### config.mk
export PLATFORM = sky130hd
export DESIGN_NAME = class_router
export DESIGN_NICKNAME = d
export VERILOG_FILES = /design/src/common/router_pkg.sv /design/src/common/class_queue_if.sv /design/src/fifo/queue_memory.sv /design/src/fifo/class_fifo.sv /design/src/class_decoder.sv /design/src/rr_drain.sv /design/src/class_router.sv
export VERILOG_INCLUDE_DIRS = /design/src /design/src/common
export SDC_FILE = /design/constraint.sdc
export NUM_CORES = 1
export LEC_CHECK = 0
export ABC_AREA = 1
export BUFFER_PORTS_ARGS = -buffer_cell sky130_fd_sc_hd__buf_2
export CAP_MARGIN = 0
export CORE_ASPECT_RATIO = 0.7
export CORE_MARGIN = 5
export CORE_UTILIZATION = 55
export DETAILED_ROUTE_END_ITERATION = 10
export PLACE_DENSITY = 0.74
export SYNTH_ARGS = -nofsm -noshare
export SYNTH_HDL_FRONTEND = slang
export SYNTH_SLANG_ARGS = --single-unit
### constraint.sdc
create_clock -name clk -period 2.8 [get_ports clk]
set_clock_uncertainty 0.15 [all_clocks]
set_input_delay 0.84 -clock clk [delete_from_list [all_inputs] [get_ports clk]]
set_output_delay 0.84 -clock clk [all_outputs]
set_load 0.01 [all_outputs]
### src/common/router_settings.svh
// Router settings
// Word layout, queue depth and flag thresholds shared by every block

`ifndef ROUTER_SETTINGS_SVH
`define ROUTER_SETTINGS_SVH

// Input word, class field on top
`define ROUTER_WORD_BITS 10
`define ROUTER_CLASS_BITS 2

// One queue per traffic class
`define ROUTER_NUM_CLASSES 4

// Queue depth as a power of two
`define ROUTER_DEPTH_LOG2 3
`define ROUTER_DEPTH (1 << `ROUTER_DEPTH_LOG2)

// Occupancy thresholds
`define ROUTER_ALMOST_FULL 6
`define ROUTER_ALMOST_EMPTY 3

`endif

### src/common/router_pkg.sv
// Router types
// Word, class, payload, occupancy and pointer types of the router

`include "router_settings.svh"

package router_pkg;

    // Traffic class, also the queue index
    typedef logic [`ROUTER_CLASS_BITS-1:0] class_t;

    // Low part of a word
    typedef logic [`ROUTER_WORD_BITS-`ROUTER_CLASS_BITS-1:0] payload_t;

    // Whole input word
    typedef struct packed {
        class_t   cls;
        payload_t payload;
    } word_t;

    // Occupancy from 0 up to the full depth
    typedef logic [`ROUTER_DEPTH_LOG2:0] count_t;

    // Read and write pointers
    typedef logic [`ROUTER_DEPTH_LOG2-1:0] ptr_t;

endpackage

### src/common/class_queue_if.sv
// Class queue interface
// Push side, pop side and status flags of one class queue

interface class_queue_if
    import router_pkg::*;
();

    // Writer side
    logic  push;
    word_t push_data;

    // Reader side
    logic  pop;
    word_t pop_data;

    // Status from the queue
    logic empty;
    logic almost_empty;
    logic almost_full;
    logic full;
    logic pause;
    logic error;

    modport writer (
        output push,
        output push_data
    );

    modport reader (
        output pop,
        input  pop_data,
        input  empty
    );

    modport queue (
        input  push,
        input  push_data,
        input  pop,
        output pop_data,
        output empty,
        output almost_empty,
        output almost_full,
        output full,
        output pause,
        output error
    );

endinterface

### src/fifo/queue_memory.sv
// Queue storage
// Small array written at the write pointer, read at the read pointer

`include "router_settings.svh"

module queue_memory
    import router_pkg::*;
(
    input  logic  clk,
    input  logic  write,
    input  ptr_t  wr_ptr,
    input  ptr_t  rd_ptr,
    input  word_t data_in,
    output word_t data_out
);

    word_t mem [`ROUTER_DEPTH];

    // Write port
    always_ff @(posedge clk) begin
        if (write) begin
            mem[wr_ptr] <= data_in;
        end
    end

    // Read port, the queue registers it on pop
    assign data_out = mem[rd_ptr];

endmodule

### src/fifo/class_fifo.sv
// Class FIFO
// One traffic class queue with occupancy count, status flags,
// pause level towards upstream and an error pulse on misuse

`include "router_settings.svh"

module class_fifo
    import router_pkg::*;
(
    input logic         clk,
    input logic         reset,
    class_queue_if.queue q
);

    ptr_t   wr_ptr;
    ptr_t   rd_ptr;
    count_t count;
    word_t  mem_out;
    word_t  pop_data_q;
    logic   do_push;
    logic   do_pop;

    // Pushes into a full queue are dropped
    assign do_push = q.push && !q.full;
    // Pops from an empty queue are ignored
    assign do_pop  = q.pop && !q.empty;

    queue_memory mem0 (
        .clk      (clk),
        .write    (do_push),
        .wr_ptr   (wr_ptr),
        .rd_ptr   (rd_ptr),
        .data_in  (q.push_data),
        .data_out (mem_out)
    );

    // Pointers and occupancy
    always_ff @(posedge clk) begin
        if (!reset) begin
            wr_ptr <= '0;
            rd_ptr <= '0;
            count  <= '0;
        end else begin
            if (do_push) begin
                wr_ptr <= wr_ptr + ptr_t'(1);
            end
            if (do_pop) begin
                rd_ptr <= rd_ptr + ptr_t'(1);
            end
            // Push and pop together leave the count alone
            if (do_push && !do_pop) begin
                count <= count + count_t'(1);
            end else if (do_pop && !do_push) begin
                count <= count - count_t'(1);
            end
        end
    end

    // Oldest word captured on every accepted pop
    always_ff @(posedge clk) begin
        if (do_pop) begin
            pop_data_q <= mem_out;
        end
    end

    assign q.pop_data = pop_data_q;

    // Flags straight from the count
    assign q.empty        = (count == '0);
    assign q.full         = (count == count_t'(`ROUTER_DEPTH));
    assign q.almost_full  = (count >= count_t'(`ROUTER_ALMOST_FULL));
    assign q.almost_empty = (count <= count_t'(`ROUTER_ALMOST_EMPTY)) && (count != '0);
    assign q.pause        = q.almost_full;

    // Overflow or underflow attempt flagged in the same cycle
    assign q.error = (q.push && q.full) || (q.pop && q.empty);

    // Occupancy stays within the array
    a_count_bound : assert property (
        @(posedge clk) disable iff (!reset)
        count <= count_t'(`ROUTER_DEPTH)
    );

    // Pointer distance tracks the occupancy
    a_ptr_count : assert property (
        @(posedge clk) disable iff (!reset)
        (wr_ptr - rd_ptr) == ptr_t'(count)
    );

endmodule

### src/class_decoder.sv
// Class decoder
// Registers each input word and pushes it into the queue of its class

module class_decoder
    import router_pkg::*;
(
    input logic           clk,
    input logic           reset,
    input logic           in_push,
    input word_t          in_word,
    class_queue_if.writer q0,
    class_queue_if.writer q1,
    class_queue_if.writer q2,
    class_queue_if.writer q3
);

    logic  valid_q;
    word_t word_q;

    // Input strobe
    always_ff @(posedge clk) begin
        if (!reset) begin
            valid_q <= 1'b0;
        end else begin
            valid_q <= in_push;
        end
    end

    // Word held for the push cycle
    always_ff @(posedge clk) begin
        if (in_push) begin
            word_q <= in_word;
        end
    end

    // Steer by the class field and let the queue judge overflow
    assign q0.push = valid_q && (word_q.cls == class_t'(0));
    assign q1.push = valid_q && (word_q.cls == class_t'(1));
    assign q2.push = valid_q && (word_q.cls == class_t'(2));
    assign q3.push = valid_q && (word_q.cls == class_t'(3));

    assign q0.push_data = word_q;
    assign q1.push_data = word_q;
    assign q2.push_data = word_q;
    assign q3.push_data = word_q;

    // Each input word reaches only its own class queue one cycle later
    a_push_steer : assert property (
        @(posedge clk) disable iff (!reset)
        in_push |=> ({q3.push, q2.push, q1.push, q0.push} == (4'b0001 << $past(in_word.cls)))
    );

endmodule

### src/rr_drain.sv
// Round-robin drain
// Pops the next nonempty class queue after the last one served and
// presents its word on the output, holding off during stall

`include "router_settings.svh"

module rr_drain
    import router_pkg::*;
(
    input  logic          clk,
    input  logic          reset,
    input  logic          out_stall,
    class_queue_if.reader q0,
    class_queue_if.reader q1,
    class_queue_if.reader q2,
    class_queue_if.reader q3,
    output logic          out_valid,
    output word_t         out_word
);

    logic [`ROUTER_NUM_CLASSES-1:0] req;
    logic [`ROUTER_NUM_CLASSES-1:0] pop_vec;
    class_t last_q;
    class_t sel_q;
    class_t pick;
    class_t cand;
    logic   found;
    logic   grant;
    logic   valid_q;

    assign req = {!q3.empty, !q2.empty, !q1.empty, !q0.empty};

    // First nonempty class after the last served one, with wraparound
    always_comb begin
        pick  = last_q;
        cand  = last_q;
        found = 1'b0;
        for (int i = 1; i <= `ROUTER_NUM_CLASSES; i++) begin
            cand = last_q + class_t'(i);
            if (!found && req[cand]) begin
                pick  = cand;
                found = 1'b1;
            end
        end
    end

    assign grant = found && !out_stall;

    // One pop strobe per class
    always_comb begin
        pop_vec = '0;
        if (grant) begin
            pop_vec[pick] = 1'b1;
        end
    end

    assign q0.pop = pop_vec[0];
    assign q1.pop = pop_vec[1];
    assign q2.pop = pop_vec[2];
    assign q3.pop = pop_vec[3];

    // Last served starts at 3 so class 0 goes first
    always_ff @(posedge clk) begin
        if (!reset) begin
            last_q  <= class_t'(`ROUTER_NUM_CLASSES - 1);
            valid_q <= 1'b0;
        end else begin
            valid_q <= grant;
            if (grant) begin
                last_q <= pick;
            end
        end
    end

    // Remember which queue to show next cycle
    always_ff @(posedge clk) begin
        if (grant) begin
            sel_q <= pick;
        end
    end

    assign out_valid = valid_q;

    always_comb begin
        case (sel_q)
            class_t'(0): out_word = q0.pop_data;
            class_t'(1): out_word = q1.pop_data;
            class_t'(2): out_word = q2.pop_data;
            default:     out_word = q3.pop_data;
        endcase
    end

    // The class just served wins again only when no other class waits
    a_rr_fair : assert property (
        @(posedge clk) disable iff (!reset)
        (grant && (pick == last_q)) |-> (req == pop_vec)
    );

endmodule

### src/class_router.sv
// Four-class packet router
// Decodes words into per-class FIFOs and drains them round-robin
// onto a single output port

module class_router
    import router_pkg::*;
(
    input  logic  clk,
    input  logic  reset,
    input  logic  in_push,
    input  word_t in_word,
    output logic  pause,
    input  logic  out_stall,
    output logic  out_valid,
    output word_t out_word,
    output logic  error
);

    class_queue_if q0 ();
    class_queue_if q1 ();
    class_queue_if q2 ();
    class_queue_if q3 ();

    // Decode stage
    class_decoder decoder0 (
        .clk     (clk),
        .reset   (reset),
        .in_push (in_push),
        .in_word (in_word),
        .q0      (q0.writer),
        .q1      (q1.writer),
        .q2      (q2.writer),
        .q3      (q3.writer)
    );

    // Class queues
    class_fifo fifo0 (
        .clk   (clk),
        .reset (reset),
        .q     (q0.queue)
    );

    class_fifo fifo1 (
        .clk   (clk),
        .reset (reset),
        .q     (q1.queue)
    );

    class_fifo fifo2 (
        .clk   (clk),
        .reset (reset),
        .q     (q2.queue)
    );

    class_fifo fifo3 (
        .clk   (clk),
        .reset (reset),
        .q     (q3.queue)
    );

    // Result stage
    rr_drain drain0 (
        .clk       (clk),
        .reset     (reset),
        .out_stall (out_stall),
        .q0        (q0.reader),
        .q1        (q1.reader),
        .q2        (q2.reader),
        .q3        (q3.reader),
        .out_valid (out_valid),
        .out_word  (out_word)
    );

    // Any queue near full holds upstream off
    assign pause = q0.pause | q1.pause | q2.pause | q3.pause;
    assign error = q0.error | q1.error | q2.error | q3.error;

endmodule

# Word level (Yosys, flattened, before mapping)
# Memory sizes are Yosys's and may differ from the RTL's. A register that Yosys moved wholly into a read port is not among the register bits.
# Index checks and enable logic that the tools add are counted.
# W data, S select, Z words.
[word_totals]
regBits = 56
mem_bits_rw = 320
inputBits = 14
out_inout_bits = 13
word_cells = 169
mem_count = 4
[classes]
addsub = 19
magnitude_cmp = 10
eq_ne = 9
muxes = 36
bitwise = 6
n_reduce_logical = 67
[memory_table]
columns = ["name", "words", "word_bits", "read_ports", "rd_ports_with_merged_regs", "write_ports", "line", "rtl"]
rows = [
  ["fifo0.mem0.mem", 8, 10, 1, 1, 1, "queue_memory.sv:17", "word_t mem [`ROUTER_DEPTH];"],
  ["fifo1.mem0.mem", 8, 10, 1, 1, 1, "queue_memory.sv:17", ""],
  ["fifo2.mem0.mem", 8, 10, 1, 1, 1, "queue_memory.sv:17", ""],
  ["fifo3.mem0.mem", 8, 10, 1, 1, 1, "queue_memory.sv:17", ""],
]
[op_table]
columns = ["cell", "n"]
rows = [
  ["$mux W4", 9],
  ["$logic_and A1 B1 Y1", 33],
  ["$pmux W10 S3", 1],
  ["$add A3 B1 Y3 const B", 8],
  ["$logic_not A1 Y1", 20],
  ["$mux W1", 17],
  ["$add A4 B1 Y4 const B", 4],
  ["$eq A4 B4 Y1 const B", 4],
  ["$ge A4 B3 Y1 const B", 4],
  ["$logic_not A4 Y1", 4],
  ["$sub A4 B1 Y4 const B", 4],
  ["$lt A2 B3 Y1 const B", 5],
  ["$bmux W1 S2", 4],
  ["$mux W2", 4],
  ["$reduce_bool A2 Y1", 4],
  ["$eq A2 B2 Y1 const B", 3],
  ["$or A1 B1 Y1", 6],
  ["$add A2 B2 Y2 const B", 2],
  ["$eq A2 B1 Y1 const B", 2],
  ["$logic_not A2 Y1", 2],
  ["$logic_or A1 B1 Y1", 4],
  ["$add A2 B1 Y2 const B", 1],
  ["$demux W1 S2", 1],
  ["$ge A2 B1 Y1 const B", 1],
]

# Logic depth before layout (Yosys ltp)
# Gate-level depths: netlist (run 1).
[depth]
word_depth = 24
mapped_depth = 20
ltp_nobuf = 19

# Hierarchy
# Synthesis (run 1) repeated with hierarchy kept, for this count alone.
[unflattened]
cells_unflattened = 2023
area_unflattened_um2 = 19506.2
[modules_own_cells]
columns = ["module", "instances", "cells_each", "area_per_inst_um2", "seq_area_each_um2"]
rows = [
  ["queue_memory", 4, 364, 3613.5, 2402.3],
  ["class_fifo", 4, 95, 930.9, 500.5],
  ["rr_drain", 1, 130, 723.2, 120.1],
  ["class_decoder", 1, 51, 583.1, 320.3],
  ["class_router", 1, 6, 22.5, 0.0],
]

# Worst setup path after synthesis (run 1)
# OpenSTA, ideal clock, no wires.
[synth_path]
path_kind = "flip-flop to flip-flop"
startpoint = "reg decoder0.word_q, in the netlist decoder0.q0.push_data[9]"
endpoint = "mem fifo2.mem0.mem[3][0] (netlist bit), enable pin"
setup_ps = 390
arrival_ps = 2460
t_required_ps = 2260
path_slack_ps = -200
path_stages_with_launch = 9
path_buffers = 0
period_less_slack_ps = 3000
cell_sequence = "edfxtp_1 inv_1 nor3_1 inv_1 a31oi_1 inv_1 nor2_1 inv_1 nor3_1"
[synth_between]
elab_chain_cells = 5
[synth_lines]
columns = ["element", "line", "rtl"]
rows = [
  ["from (decl)", "class_decoder.sv:18", "word_t word_q;"],
  ["from (signal assigned)", "class_decoder.sv:32", "word_q <= in_word;"],
  ["$eq A2 B2 Y1", "class_decoder.sv:39", "assign q2.push = valid_q && (word_q.cls == class_t'(2));"],
  ["$logic_and A1 B1 Y1", "class_decoder.sv:39", ""],
  ["$logic_and A1 B1 Y1", "class_fifo.sv:24", "assign do_push = q.push && !q.full;"],
  ["named net fifo2.do_push", "class_fifo.sv:20", "logic do_push;"],
  ["$mux W1", "queue_memory.sv:21", "if (write) begin"],
  ["$mux W1 (implied by the code)", "queue_memory.sv:22", "mem[wr_ptr] <= data_in;"],
  ["to (decl)", "queue_memory.sv:17", ""],
]
# The timed path passes the listed nets, and every way through them passes these cells.

# Worst setup path after layout (run 1)
[layout_path]
startpoint = "reg drain0.last_q[0]"
endpoint = "reg fifo2.count[3]"
[layout_between]
elab_chain_cells = 22
elab_cells_between_ends = 38
cone_classes = "add/sub: 3; order compare: 2; mux: 20; reduce/logical: 13"
[layout_lines]
columns = ["element", "line", "rtl"]
rows = [
  ["from (decl)", "rr_drain.sv:23", "class_t last_q;"],
  ["from (signal assigned)", "rr_drain.sv:65", "last_q <= class_t'(`ROUTER_NUM_CLASSES - 1);"],
  ["from (signal assigned)", "rr_drain.sv:70", "last_q <= pick;"],
  ["$add A2 B1 Y2", "rr_drain.sv:39", "cand = last_q + class_t'(i);"],
  ["$bmux W1 S2", "rr_drain.sv:40", "if (!found && req[cand]) begin"],
  ["$mux W1 (implied by the code)", "rr_drain.sv:40", ""],
  ["$mux W1", "rr_drain.sv:40", ""],
  ["$logic_not A1 Y1", "rr_drain.sv:40", ""],
  ["$logic_and A1 B1 Y1", "rr_drain.sv:40", ""],
  ["$mux W1", "rr_drain.sv:40", ""],
  ["$logic_not A1 Y1", "rr_drain.sv:40", ""],
  ["(+5 left out)", "n/a", ""],
  ["named net drain0.pick[0]", "rr_drain.sv:25", "class_t pick;"],
  ["(+1 left out)", "n/a", ""],
  ["$logic_and A1 B1 Y1 (implied by the code)", "rr_drain.sv:53", "pop_vec[pick] = 1'b1;"],
  ["$mux W1 (implied by the code)", "rr_drain.sv:53", ""],
  ["$demux W1 S2 *", "n/a", ""],
  ["$mux W4 *", "rr_drain.sv:52", "if (grant) begin"],
  ["$logic_and A1 B1 Y1 *", "class_fifo.sv:26", "assign do_pop = q.pop && !q.empty;"],
  ["$logic_not A1 Y1", "class_fifo.sv:51", "if (do_push && !do_pop) begin"],
  ["$logic_and A1 B1 Y1", "class_fifo.sv:51", ""],
  ["$mux W4 or $reduce_bool A2 Y1 (tied branches)", "n/a", ""],
  ["to (signal assigned)", "class_fifo.sv:52", "count <= count + count_t'(1);"],
  ["to (signal assigned)", "class_fifo.sv:54", "count <= count - count_t'(1);"],
  ["to (decl)", "class_fifo.sv:17", "count_t count;"],
]
# The timed path passes the listed nets; every way through them passes the cells marked *. The select of a mux whose other input is x is not followed.
# A chain may end at the register's enable or synchronous reset.

==> metrics.md, run 1 <==
| Metric | Value |
|---|---|
| Sequential power share | `about 40%` |
| Synth Area in Simple Gates | `between 10% and 20%` |
| Mean area per synthesized cell | `roughly 12 sq um` |
| Synth warn | `0` |
| Clock Sinks | `about 420` |
| HPWL after detailed placement | `~24 mm` |
| WHS Path Cells | `1` |
| Initial Util | `between 50% and 60%` |
| Minimum clock period | `around 2900 ps` |
| CTS Buf Count | `40` |
| Root Driver | `clkbuf_16` |
| R2R Setup Slk | `-130 ps` |
| Switching part of the total | `roughly a third` |
| Antenna violations before repair | `0` |
| Inserted Diodes | `0` |
| Biggest area consumer among synthesized cells | `edfxtp_1` |
| CTS clk-pin slew, worst paths | `about 60 ps` |
| Synthesized area | `roughly 17,000 sq um` |
| Post-synthesis compound-gate area fraction | `about a tenth` |
| Setup violators final | `5` |
| Slew Viols, Final | `0` |
| Final TNS setup | `-312.3 ps` |
| Worst Path Arrival | `approximately 3300 ps` |
| Worst flop-to-flop path endpoint | `fifo2.count[3]$_SDFFE_PN0P_` |
| Clock Latency Late Sink | `around 550 ps` |
| Count leader, synth | `edfxtp_1` |
| Cell variety after synth | `46` |
| P_sw | `around 6400 uW` |
| Max H-tree Level | `2` |
| # IOs | `27` |
| Grt total ovfl | `0` |
| CP required | `3110 ps` |
| Final period util | `104.7%` |
| Failing checks | `negative setup slack` |
| Main combinational cell family by area after synthesis | `simple AND/OR/NAND/NOR gates` |
| Vias in the first global route | `around 11,000` |
| Nets | `roughly 1,600` |
| DRC Markers | `0` |
| Detailed Routing Iterations Pass 1 | `5` |
| Post-synth top cells | `372 x edfxtp_1, 354 x nor2_1, 176 x o21ai_0` |
| GPL Wtd Cong | `0.8829` |
| Relative slew slack | `17.82%` |
| R2r worst-path depth | `20` |
| Unrepaired setup endpoints after global routing | `true` |
| CP endpoint kind | `flop` |
| Clk pwr share | `a little over a quarter` |
| Final hold vios | `0` |
| Internal power | `approximately 13,000 uW` |
| Placed Instance Area | `18,520 sq um` |
| Worst-Margin Slew | `approximately 1200 ps` |
| Synthesized instance count | `around 1,400` |
| Max Fclk | `between 0.3 and 0.4 GHz` |
| Die area | `34,910 sq um` |
| Hold path start | `in_word[3]` |
| Layout cells sized above 1 | `around 21%` |
| Post-synth net total | `around 1,500` |
| CTS tree | `done` |
| Port-buffer cells | `26` |
| Synth Register Bits | `416` |
| Post-synth top flop | `edfxtp_1` |
| First-pass GRT wire length | `around 62 mm` |
| CP startpoint kind | `flop` |
| FP Rows | `54` |
| Min-Delay Endpoint | `decoder0.q0.push_data[3]$_DFFE_PP_` |
| Max cap viols | `0` |
| Crit path max fanout | `6` |
| Synth area leaders | `edfxtp_1 65%, nor2_1 7.7%, dfxtp_1 5.1%, o21ai_0 5.1%, nand2_1 2.5%` |
| Post-route setup slack | `-132.8 ps` |
| Combinational power share | `between 30% and 40%` |
| Leakage power | `about 0.0073 uW` |
| Wirelength per Cell | `slightly below 20 um` |
| Die height | `about 160 um` |
| Final Cell Area | `about 20,000 sq um` |
| Seq/Total Area, Yosys | `70.19%` |
| Core area | `a little over 30,000 sq um` |
| Hold WC Path Type | `in2reg` |
| Post-synthesis mux area share | `0%` |
| Via count | `~11,000` |
| Post-synth EDFFs | `about 370` |
| Power per standard cell area | `963.9 nW/um^2` |
| Horiz. Die Dim | `roughly 220 um` |
| WS Path Type | `reg2reg` |
| Post-Synth Adder-Cell Area | `1.924%` |
| Crit path from | `drain0.last_q[0]$_SDFFE_PN1N_` |
| Vias/cell | `between 5 and 6` |
| Maximum number of pins on one net before global-route repair | `44` |
| Status | `finished, violations left` |
| Peak supply drop | `approximately 0.56 mV` |
| Launching point of the worst reg2reg path | `drain0.last_q[0]$_SDFFE_PN1N_` |
| Synthesis-to-finish area growth | `18.83%` |
| Initial DRC Count | `approximately 1,300` |
| Synth Area in XOR/XNOR | `under 10%` |
| Post-synth ARST share | `0%` |
| Final WL | `slightly below 40 mm` |
| Yosys top cell area share | `approximately 65%` |
| Worst hold slack | `between 300 and 400 ps` |
| Antenna Nets Post-Route | `0` |
| GRT Util Overall | `between 20% and 30%` |
| Clock tree buffer depth | `3` |
-- metrics by stage --
stage          instances  total power [uW]  setup WS, ps  utilization, %
5_1_grt             2033             20610        -275.4           65.93
3_5_place_dp        1944             13340        -176.7           59.86
6_report            2033             19660        -132.8           65.93
4_1_cts             2027             19290        -96.35           65.15
3_3_place_gp        1944             13250        -142.6           59.86
2_1_floorplan       1441             11330        -43.83               -
-- layer usage --
metal  vias up  global-route usage, %  part of all wire, %  wire length, um
li1       5394                      -                    -                -
met1      5480                  31.64                   42            16810
met2       481                  35.61                   47            18470
met3        63                  5.653                  9.0             3582
met4         0                  6.346                  2.0              813
met5         -                      0                    0                0
-- cells by family after synthesis --
family,Yosys count
compound gates,299
xor+xnor,22
fa+ha+maj,24
buf+inv,134
flops,416
simple gates,546
-- flip-flops by register name, summed over array words and instances, names as in the netlist, 4 cells and up --
signal / cells
fifo1.count: 4
decoder0.q0.push_data: 10
fifo3.mem0.mem: 80
fifo2.mem0.mem: 80
fifo2.count: 4
fifo0.mem0.mem: 80
fifo3.count: 4
fifo2.q.pop_data: 10
fifo0.count: 4
fifo1.q.pop_data: 10
fifo0.q.pop_data: 10
fifo1.mem0.mem: 80
fifo3.q.pop_data: 10
-- worst max-delay path by stage --
stage / end / slack [ps]
after floorplan: fifo1.count[3]$_SDFFE_PN0P_ / -40
after global placement: fifo1.count[3]$_SDFFE_PN0P_ / -140
after detailed placement: fifo0.count[3]$_SDFFE_PN0P_ / -180
after CTS: error / -100
after global routing: fifo2.count[3]$_SDFFE_PN0P_ / -280
final: fifo2.count[3]$_SDFFE_PN0P_ / -130
-- layout make-up --
| cell class | instances | area (sq um) |
|---|---|---|
| Timing Repair inverter | 1 | 7.507 |
| Clock buffer | 51 | 1084 |
| Clock inverter | 23 | 201.4 |
| Timing Repair Buffer | 163 | 1236 |
| Inverter | 68 | 287.8 |
| Sequential cell | 416 | 12060 |
| Tap cell | 420 | 525.5 |
| Multi-Input combinational cell | 891 | 5000 |
| Fill cell | 2219 | 10540 |
-- worst max-delay path: stages, from the launching register on --
cell and delay [ps]:
dfxtp_2 330, buf_6 140, inv_8 80, nand3_2 120, nand2_2 100, nand2_2 60, nand2_4 120, buf_4 120
nand2_1 50, nand2_2 100, nand2_8 80, nor2_8 130, nand2_4 70, ha_4 170, inv_4 80, ha_4 190
and3_1 160, a211oi_2 180, xor2_1 200, nand2_1 100, a21oi_2 130
-- cell usage in the layout, fill, tap and decap left out, types with 6 or more instances in the layout --
cell type / instances
nand2_4: 8
o21ai_0: 169
a21oi_1: 24
inv_4: 6
nor2_1: 346
nand4_1: 14
nand3_2: 11
clkbuf_1: 8
xor2_1: 20
o22ai_1: 40
dfxtp_2: 7
clkinv_1: 8
edfxtp_1: 372
buf_2: 25
nand2_2: 20
dfxtp_1: 37
ha_4: 11
inv_1: 52
a31oi_1: 40
nand3_4: 6
clkinv_2: 7
nand2_1: 103
clkbuf_16: 41
inv_2: 6
nand3_1: 10
buf_6: 10
buf_4: 125
ha_1: 9
nor2_4: 10
o21ai_1: 11
-- timing repair --
item                                    4_1_cts  5_1_grt
setup buffers                                10        8
pin swaps                                    37       36
endpoints found under the setup margin       18       23
hold buffers                                  0        0
gates resized for setup                      59       56
gates cloned                                  0        1
-- power groups by stage --
stage                     Combinational (uW)  Clock (uW)  Sequential (uW)
after global placement                  5390           0             7860
after global routing                    7120        5660             7840
after CTS                               6140        5380             7770
after floorplan                         3520           0             7810
after detailed placement                5480           0             7860
final                                   6560        5310             7800
No activity file was read; power rests on OpenSTA's default activity.
==> inputs of run 2 (changes only) <==
SLEW_MARGIN = 20   (was default)
SYNTH_HIERARCHICAL = 1   (was default)
==> metrics.md, run 2 <==
| Metric | Value |
|---|---|
| Status | `finished, violations left` |
| Failing checks | `negative setup slack` |
| CTS tree | `done` |
| R2r worst-path depth | `25` |
| WHS Path Cells | `1` |
| Power per standard cell area | `between 900 and 1000 nW/um^2` |
| # IOs | `27` |
| Minimum clock period | `approximately 3600 ps` |
| Min-Delay Endpoint | `decoder0/q0.push_data[5]$_DFFE_PP_` |
| Crit path max fanout | `4` |
| Die height | `between 150 and 200 um` |
| Grt total ovfl | `0` |
| DRC Markers | `0` |
| Final TNS setup | `-4720 ps` |
| Max Fclk | `between 0.2 and 0.3 GHz` |
| Clock tree buffer depth | `3` |
| Switching part of the total | `a little over a third` |
| CTS clk-pin slew, worst paths | `about 70 ps` |
| Wirelength per Cell | `~18 um` |
| Placed Instances | `~2,500` |
| Max cap viols | `0` |
| CP startpoint kind | `flop` |
| Max H-tree Level | `2` |
| Worst path buffer plus inverter count | `4` |
| Synth warn | `6` |
| Worst-Margin Slew | `between 700 and 800 ps` |
| First-pass GRT wire length | `approximately 73 mm` |
| P_sw | `approximately 8000 uW` |
| R2R Setup Slk | `-420 ps` |
| CTS Hold Buffers Added | `0` |
| Worst flop-to-flop path endpoint | `fifo0/count[2]$_SDFFE_PN0P_` |
| Post-route setup slack | `-795.9 ps` |
| Internal power | `about 14,000 uW` |
| Nets | `about 2,200` |
| Synthesized instance count | `around 2,000` |
| GRT Util Overall | `approximately a quarter` |
| Relative slew slack | `50.48%` |
| Core area | `approximately 35,000 sq um` |
| Clock Sinks | `~420` |
| Port-buffer cells | `26` |
| Most frequent cells in the layout | `589 x nand2_1, 386 x inv_1, 372 x edfxtp_1, 180 x nand3_1, 143 x buf_4` |
| Clock Latency Late Sink | `around 540 ps` |
| Hold path start | `in_word[5]` |
| Inserted Diodes | `0` |
| Combinational power share | `about two fifths` |
| WS Path Type | `reg2out` |
| Worst Path Arrival | `2610 ps` |
| Final period util | `128.4%` |
| CP endpoint kind | `output pin` |
| Sequential power share | `between 30 and 40%` |
| CP required | `between 1500 and 2000 ps` |
| Leakage power | `0.01018 uW` |
| FP Rows | `between 50 and 60` |
| Worst hold slack | `between 300 and 400 ps` |
| Final hold vios | `0` |
| HPWL after detailed placement | `28.56 mm` |
| Vias/cell | `roughly 5.2` |
| Post-synth net total | `2,057` |
| Final WL | `48.14 mm` |
| Unrepaired setup endpoints after global routing | `true` |
| Commonest non-fill, non-tap cell in the layout | `nand2_1` |
| Via count | `about 14,000` |
| Antenna violations before repair | `0` |
| Root Driver | `clkbuf_16` |
| Antenna Nets Post-Route | `0` |
| Setup violators final | `24` |
| CP Cell Sequence | `nor2_4, nand2_2, inv_2, inv_1, nand2_2, nand3_2, nand2_4, inv_4, nand2_2, nand2_1, nand2_1, nand2_2, nand2_4, nand2_2, nor2_2, nand2_1, nand2_1, nor2_1, nand2_1, buf_2` |
| Horiz. Die Dim | `~230 um` |
| Synthesized area | `between 15,000 and 20,000 sq um` |
| Launching point of the worst reg2reg path | `fifo3/count[2]$_SDFFE_PN0P_` |
| Hold WC Path Type | `in2reg` |
| Worst path top cell family by delay | `simple AND/OR/NAND/NOR gates` |
| Die area | `a little under 40,000 sq um` |
| CTS Buf Count | `39` |
| Crit-path slowest cell | `dfxtp_2` |
| Initial Util | `55.99%` |
| Crit-path max cell delay | `between 300 and 400 ps` |
| Mean area per synthesized cell | `9.651 sq um` |
| Vias in the first global route | `about 13,000` |
| Final Non-Filler Cells | `around 2,700` |
| Synthesis-to-finish area growth | `15.43%` |
| Detailed Routing Iterations Pass 1 | `5` |
| Peak supply drop | `roughly 1.4 mV` |
| Initial DRC Count | `~1,700` |
| Clk pwr share | `approximately a quarter` |
| GPL Wtd Cong | `0.9188` |
| Slew Viols, Final | `0` |
| Layout cells sized above 1 | `19.76%` |
| Maximum number of pins on one net before global-route repair | `between 40 and 50` |
-- run 2: cell count changes in the layout (fill, tap and decap cells not counted), moves of 40 or more --
cell	change
o21ai_0	-157
nand2_1	+486
nand3_1	+170
a31oi_1	-40
nand2_2	+62
nor2_1	-262
inv_1	+334
o22ai_1	-40
-- run 2: metrics by stage --
step | total power [uW] | util [%] | instance area, sq um | worst slack, ps
finish | 21670 | 64.63 | 22490 | -795.9
floorplan | 12130 | - | 19490 | -7.844
CTS | 20680 | 63.86 | 22230 | -625.9
global placement | 13930 | 58.38 | 20320 | -145.3
detailed placement | 14100 | 58.38 | 20320 | -227.0
global route | 22690 | 64.63 | 22490 | -913.1
-- run 2: metal layers --
layer | up-vias | wire length (um) | track usage [%]
met5 | - | 0 | 0
met4 | 0 | 1356 | 6.547
met3 | 102 | 4698 | 4.291
met2 | 688 | 21800 | 36.04
met1 | 6587 | 20280 | 34.23
li1 | 6535 | - | -
-- run 2: cell type report --
type / count / area (sq um)
clock inverters: 13 / 165.2
fillers: 2601 / 12310
inverters: 421 / 1663
repair buffers: 185 / 1384
multi-input cells: 1086 / 5505
repair inverters: 2 / 13.76
flip-flops and latches: 416 / 12070
clock buffers: 58 / 1100
well taps: 472 / 590.6
-- run 2: worst register-to-register path: cells and delay by family (launching register included) --
family,cells,cell delay (ps)
xor gates and xnor gates,1,150
and+or+nand+nor,12,980
buffers and inverters,9,800
adders and majority gates,2,530
AOI/OAI and AO/OA,1,130
DFF,1,350
-- run 2: worst max-delay path by stage --
stage                           startpoint                     endpoint  slack [ps]  cells past startpoint
5_1_grt        fifo0/count[1]$_SDFFE_PN0P_                        error        -910                     20
3_3_place_gp   fifo0/count[0]$_SDFFE_PN0P_  fifo0/count[3]$_SDFFE_PN0P_        -150                     26
4_1_cts        fifo3/count[1]$_SDFFE_PN0P_                        error        -630                     20
3_5_place_dp   fifo0/count[0]$_SDFFE_PN0P_  fifo0/count[3]$_SDFFE_PN0P_        -230                     26
6_report       fifo3/count[2]$_SDFFE_PN0P_                        error        -800                     20
2_1_floorplan  fifo2/count[3]$_SDFFE_PN0P_  fifo1/count[3]$_SDFFE_PN0P_          -8                     24
-- run 2: power groups by stage --
stage	clock network (uW)	logic (uW)	registers, uW
finish	5350	8650	7670
global placement	0	6220	7710
floorplan	0	4520	7620
global route	5690	9310	7690
detailed placement	0	6380	7720
CTS	5380	7690	7610
-- run 2: timing repair --
item | CTS | global route
setup buffers | 32 | 14
gates cloned | 2 | 1
gates resized for setup | 99 | 68
setup endpoints to repair | 23 | 63
pin swaps | 32 | 52
==> inputs of run 3 (changes only) <==
CELL_PAD_IN_SITES_DETAIL_PLACEMENT = 1   (was default)
CELL_PAD_IN_SITES_GLOBAL_PLACEMENT = 1   (was default)
CORE_UTILIZATION = 54   (was 55)
PLACE_DENSITY = default   (was 0.74)
PLACE_DENSITY_LB_ADDON = 0.1   (was default)
clock period = 4.3 ns   (was 2.8 ns; I/O delays follow)
==> metrics.md, run 3 (same netlist as run 2, synthesis figures left out) <==
| Metric | Value |
|---|---|
| Status | `finished clean` |
| Setup violators final | `0` |
| Final period util | `95.43%` |
| DRC Markers | `0` |
| Synthesis-to-finish area growth | `7.699%` |
| Nets | `2,066` |
| Worst flop-to-flop path endpoint | `fifo2/count[3]$_SDFFE_PN0P_` |
| Max cap viols | `0` |
| GPL Wtd Cong | `approximately 0.85` |
| FP Rows | `58` |
| Final Core Density | `between 50 and 60%` |
| Via count | `around 13,000` |
| Clock tree buffer depth | `3` |
| Max H-tree Level | `2` |
| Fill cells | `around 4,000` |
| R2R Setup Slk | `1020 ps` |
| Maximum number of pins on one net before global-route repair | `41` |
| Sequential power share | `between 40% and 50%` |
| Initial DRC Count | `around 1,100` |
| Worst hold slack | `roughly 370 ps` |
| Hold path start | `fifo1/count[0]$_SDFFE_PN0P_` |
| Worst-Margin Slew | `approximately 1100 ps` |
| Final WL | `between 50 and 60 mm` |
| Relative slew slack | `about a quarter` |
| Slew Viols, Final | `0` |
| Crit-path max cell delay | `between 300 and 400 ps` |
| Vias in the first global route | `roughly 14,000` |
| Max Fclk | `~0.24 GHz` |
| Antenna violations before repair | `1` |
| Minimum clock period | `just over 4000 ps` |
| Met1 usage | `35.69%` |
| Final hold vios | `0` |
| Wirelength per Cell | `~20 um` |
| P_sw | `roughly 4600 uW` |
| Clock Sinks | `416` |
| First-pass GRT wire length | `about 79 mm` |
| Core area | `between 30,000 and 40,000 sq um` |
| Min-Delay Endpoint | `fifo1/count[0]$_SDFFE_PN0P_` |
| Grt total ovfl | `0` |
| Final TNS setup | `0 ps` |
| Port-buffer cells | `26` |
| Met3 Use GR | `under 10%` |
| CP startpoint kind | `flop` |
| Crit path max fanout | `5` |
| WS Path Type | `reg2out` |
| Crit-path slowest cell | `dfxtp_1` |
| Combinational power share | `between 30% and 40%` |
| Clock Latency Late Sink | `around 540 ps` |
| Inserted Diodes | `0` |
| Commonest non-fill, non-tap cell in the layout | `nand2_1` |
| Launching point of the worst reg2reg path | `fifo3/count[1]$_SDFFE_PN0P_` |
| Peak supply drop | `around 0.40 mV` |
| Power per standard cell area | `~600 nW/um^2` |
| Clk pwr share | `27.8%` |
| R2r worst-path depth | `24` |
| Layout cells sized above 1 | `11.08%` |
| CP most frequent cell | `nand2_1` |
| HPWL after detailed placement | `32.90 mm` |
| Antenna Nets Post-Route | `0` |
| Internal power | `~8000 uW` |
| Vias/cell | `approximately 5.3` |
| CP endpoint kind | `output pin` |
| Switching part of the total | `36.71%` |
| Die area | `40,050 sq um` |
| Multi-input logic area | `5079 sq um` |
| CTS tree | `done` |
| Worst Path Arrival | `between 2000 and 3000 ps` |
| WHS Path Cells | `2` |
| Root Driver | `clkbuf_16` |
| Most Crowded Layer GR | `met2` |
| Hold WC Path Type | `reg2reg` |
| Leakage power | `between 0.009 and 0.01 uW` |
| CTS Buf Count | `41` |
| Routing usage on met2 | `approximately 42%` |
| Horiz. Die Dim | `between 200 and 250 um` |
| # IOs | `27` |
| CP Cell Sequence | `nor2_4, nand2_2, inv_1, nand2_1, nand2_1, nand2_1, nand2_2, nand3_2, o21bai_4, inv_2, nand2_1, nor2_2, nand2_1, nand2_1, nor2_1, nand2_1, buf_2` |
| GRT Util Overall | `25.30%` |
| Initial Util | `a little over half` |
| CTS clk-pin slew, worst paths | `roughly 60 ps` |
| Storage element area | `between 10,000 and 15,000 sq um` |
| Most frequent cells in the layout | `615 x nand2_1, 398 x inv_1, 372 x edfxtp_1, 188 x nand3_1, 85 x nor2_1` |
| Die height | `around 170 um` |
| Detailed Routing Iterations Pass 1 | `5` |
| CP required | `around 2900 ps` |
run 3: through the flow:
| step | worst slack (ps) | instance area [sq um] | power, uW | std cells |
|---|---|---|---|---|
| 2_1_floorplan | 799.4 | 19490 | 7886 | 2019 |
| 5_1_grt | -0.9506 | 20990 | 13120 | 2537 |
| 3_5_place_dp | 506.9 | 19690 | 8879 | 2464 |
| 3_3_place_gp | 526.1 | 19690 | 8692 | 2464 |
| 6_report | 196.4 | 20990 | 12410 | 2537 |
| 4_1_cts | 45.53 | 20930 | 12380 | 2536 |
run 3: final cells by class:
class,count,share of cell area [%]
clock inverter,14,0.6618
inverter,421,7.649
sequential,416,57.48
clock buffer,58,5.241
timing repair buffer,62,1.908
multi-input combinational,1086,24.20
tap,480,2.862
run 3: power groups by stage:
stage	combinational, uW	clock, uW	sequential (uW)
2_1_floorplan	2930	0	4960
3_3_place_gp	3560	0	5130
3_5_place_dp	3730	0	5150
4_1_cts	3790	3520	5070
5_1_grt	4300	3710	5100
6_report	3890	3450	5080
run 3: worst max-delay path by stage:
stage                                      startpoint    end  cells past startpoint
final                     fifo3/count[1]$_SDFFE_PN0P_  error                     17
after global placement                      out_stall  error                     10
after detailed placement                    out_stall  error                     10
after CTS                 fifo1/count[0]$_SDFFE_PN0P_  error                     20
after global routing      fifo3/count[1]$_SDFFE_PN0P_  error                     19
after floorplan                             out_stall  error                      8
run 3: what timing repair did:
item,in CTS,in global routing
hold buffers,0,0
setup endpoints to repair,0,1
gates resized for setup,0,19
buffers inserted,0,1
run 3: critical path: cells and delay by family (launching register included):
kind	cells	cell delay, ps
buf+inv	3	360
compound gates	1	210
simple gates	13	1170
flops	1	380
run 3: metal layers:
layer,share of wire [%],vias to the layer above
met5,0.014,-
met4,1.9,2
met3,6.3,71
met2,48,369
met1,44,6606
li1,-,6295
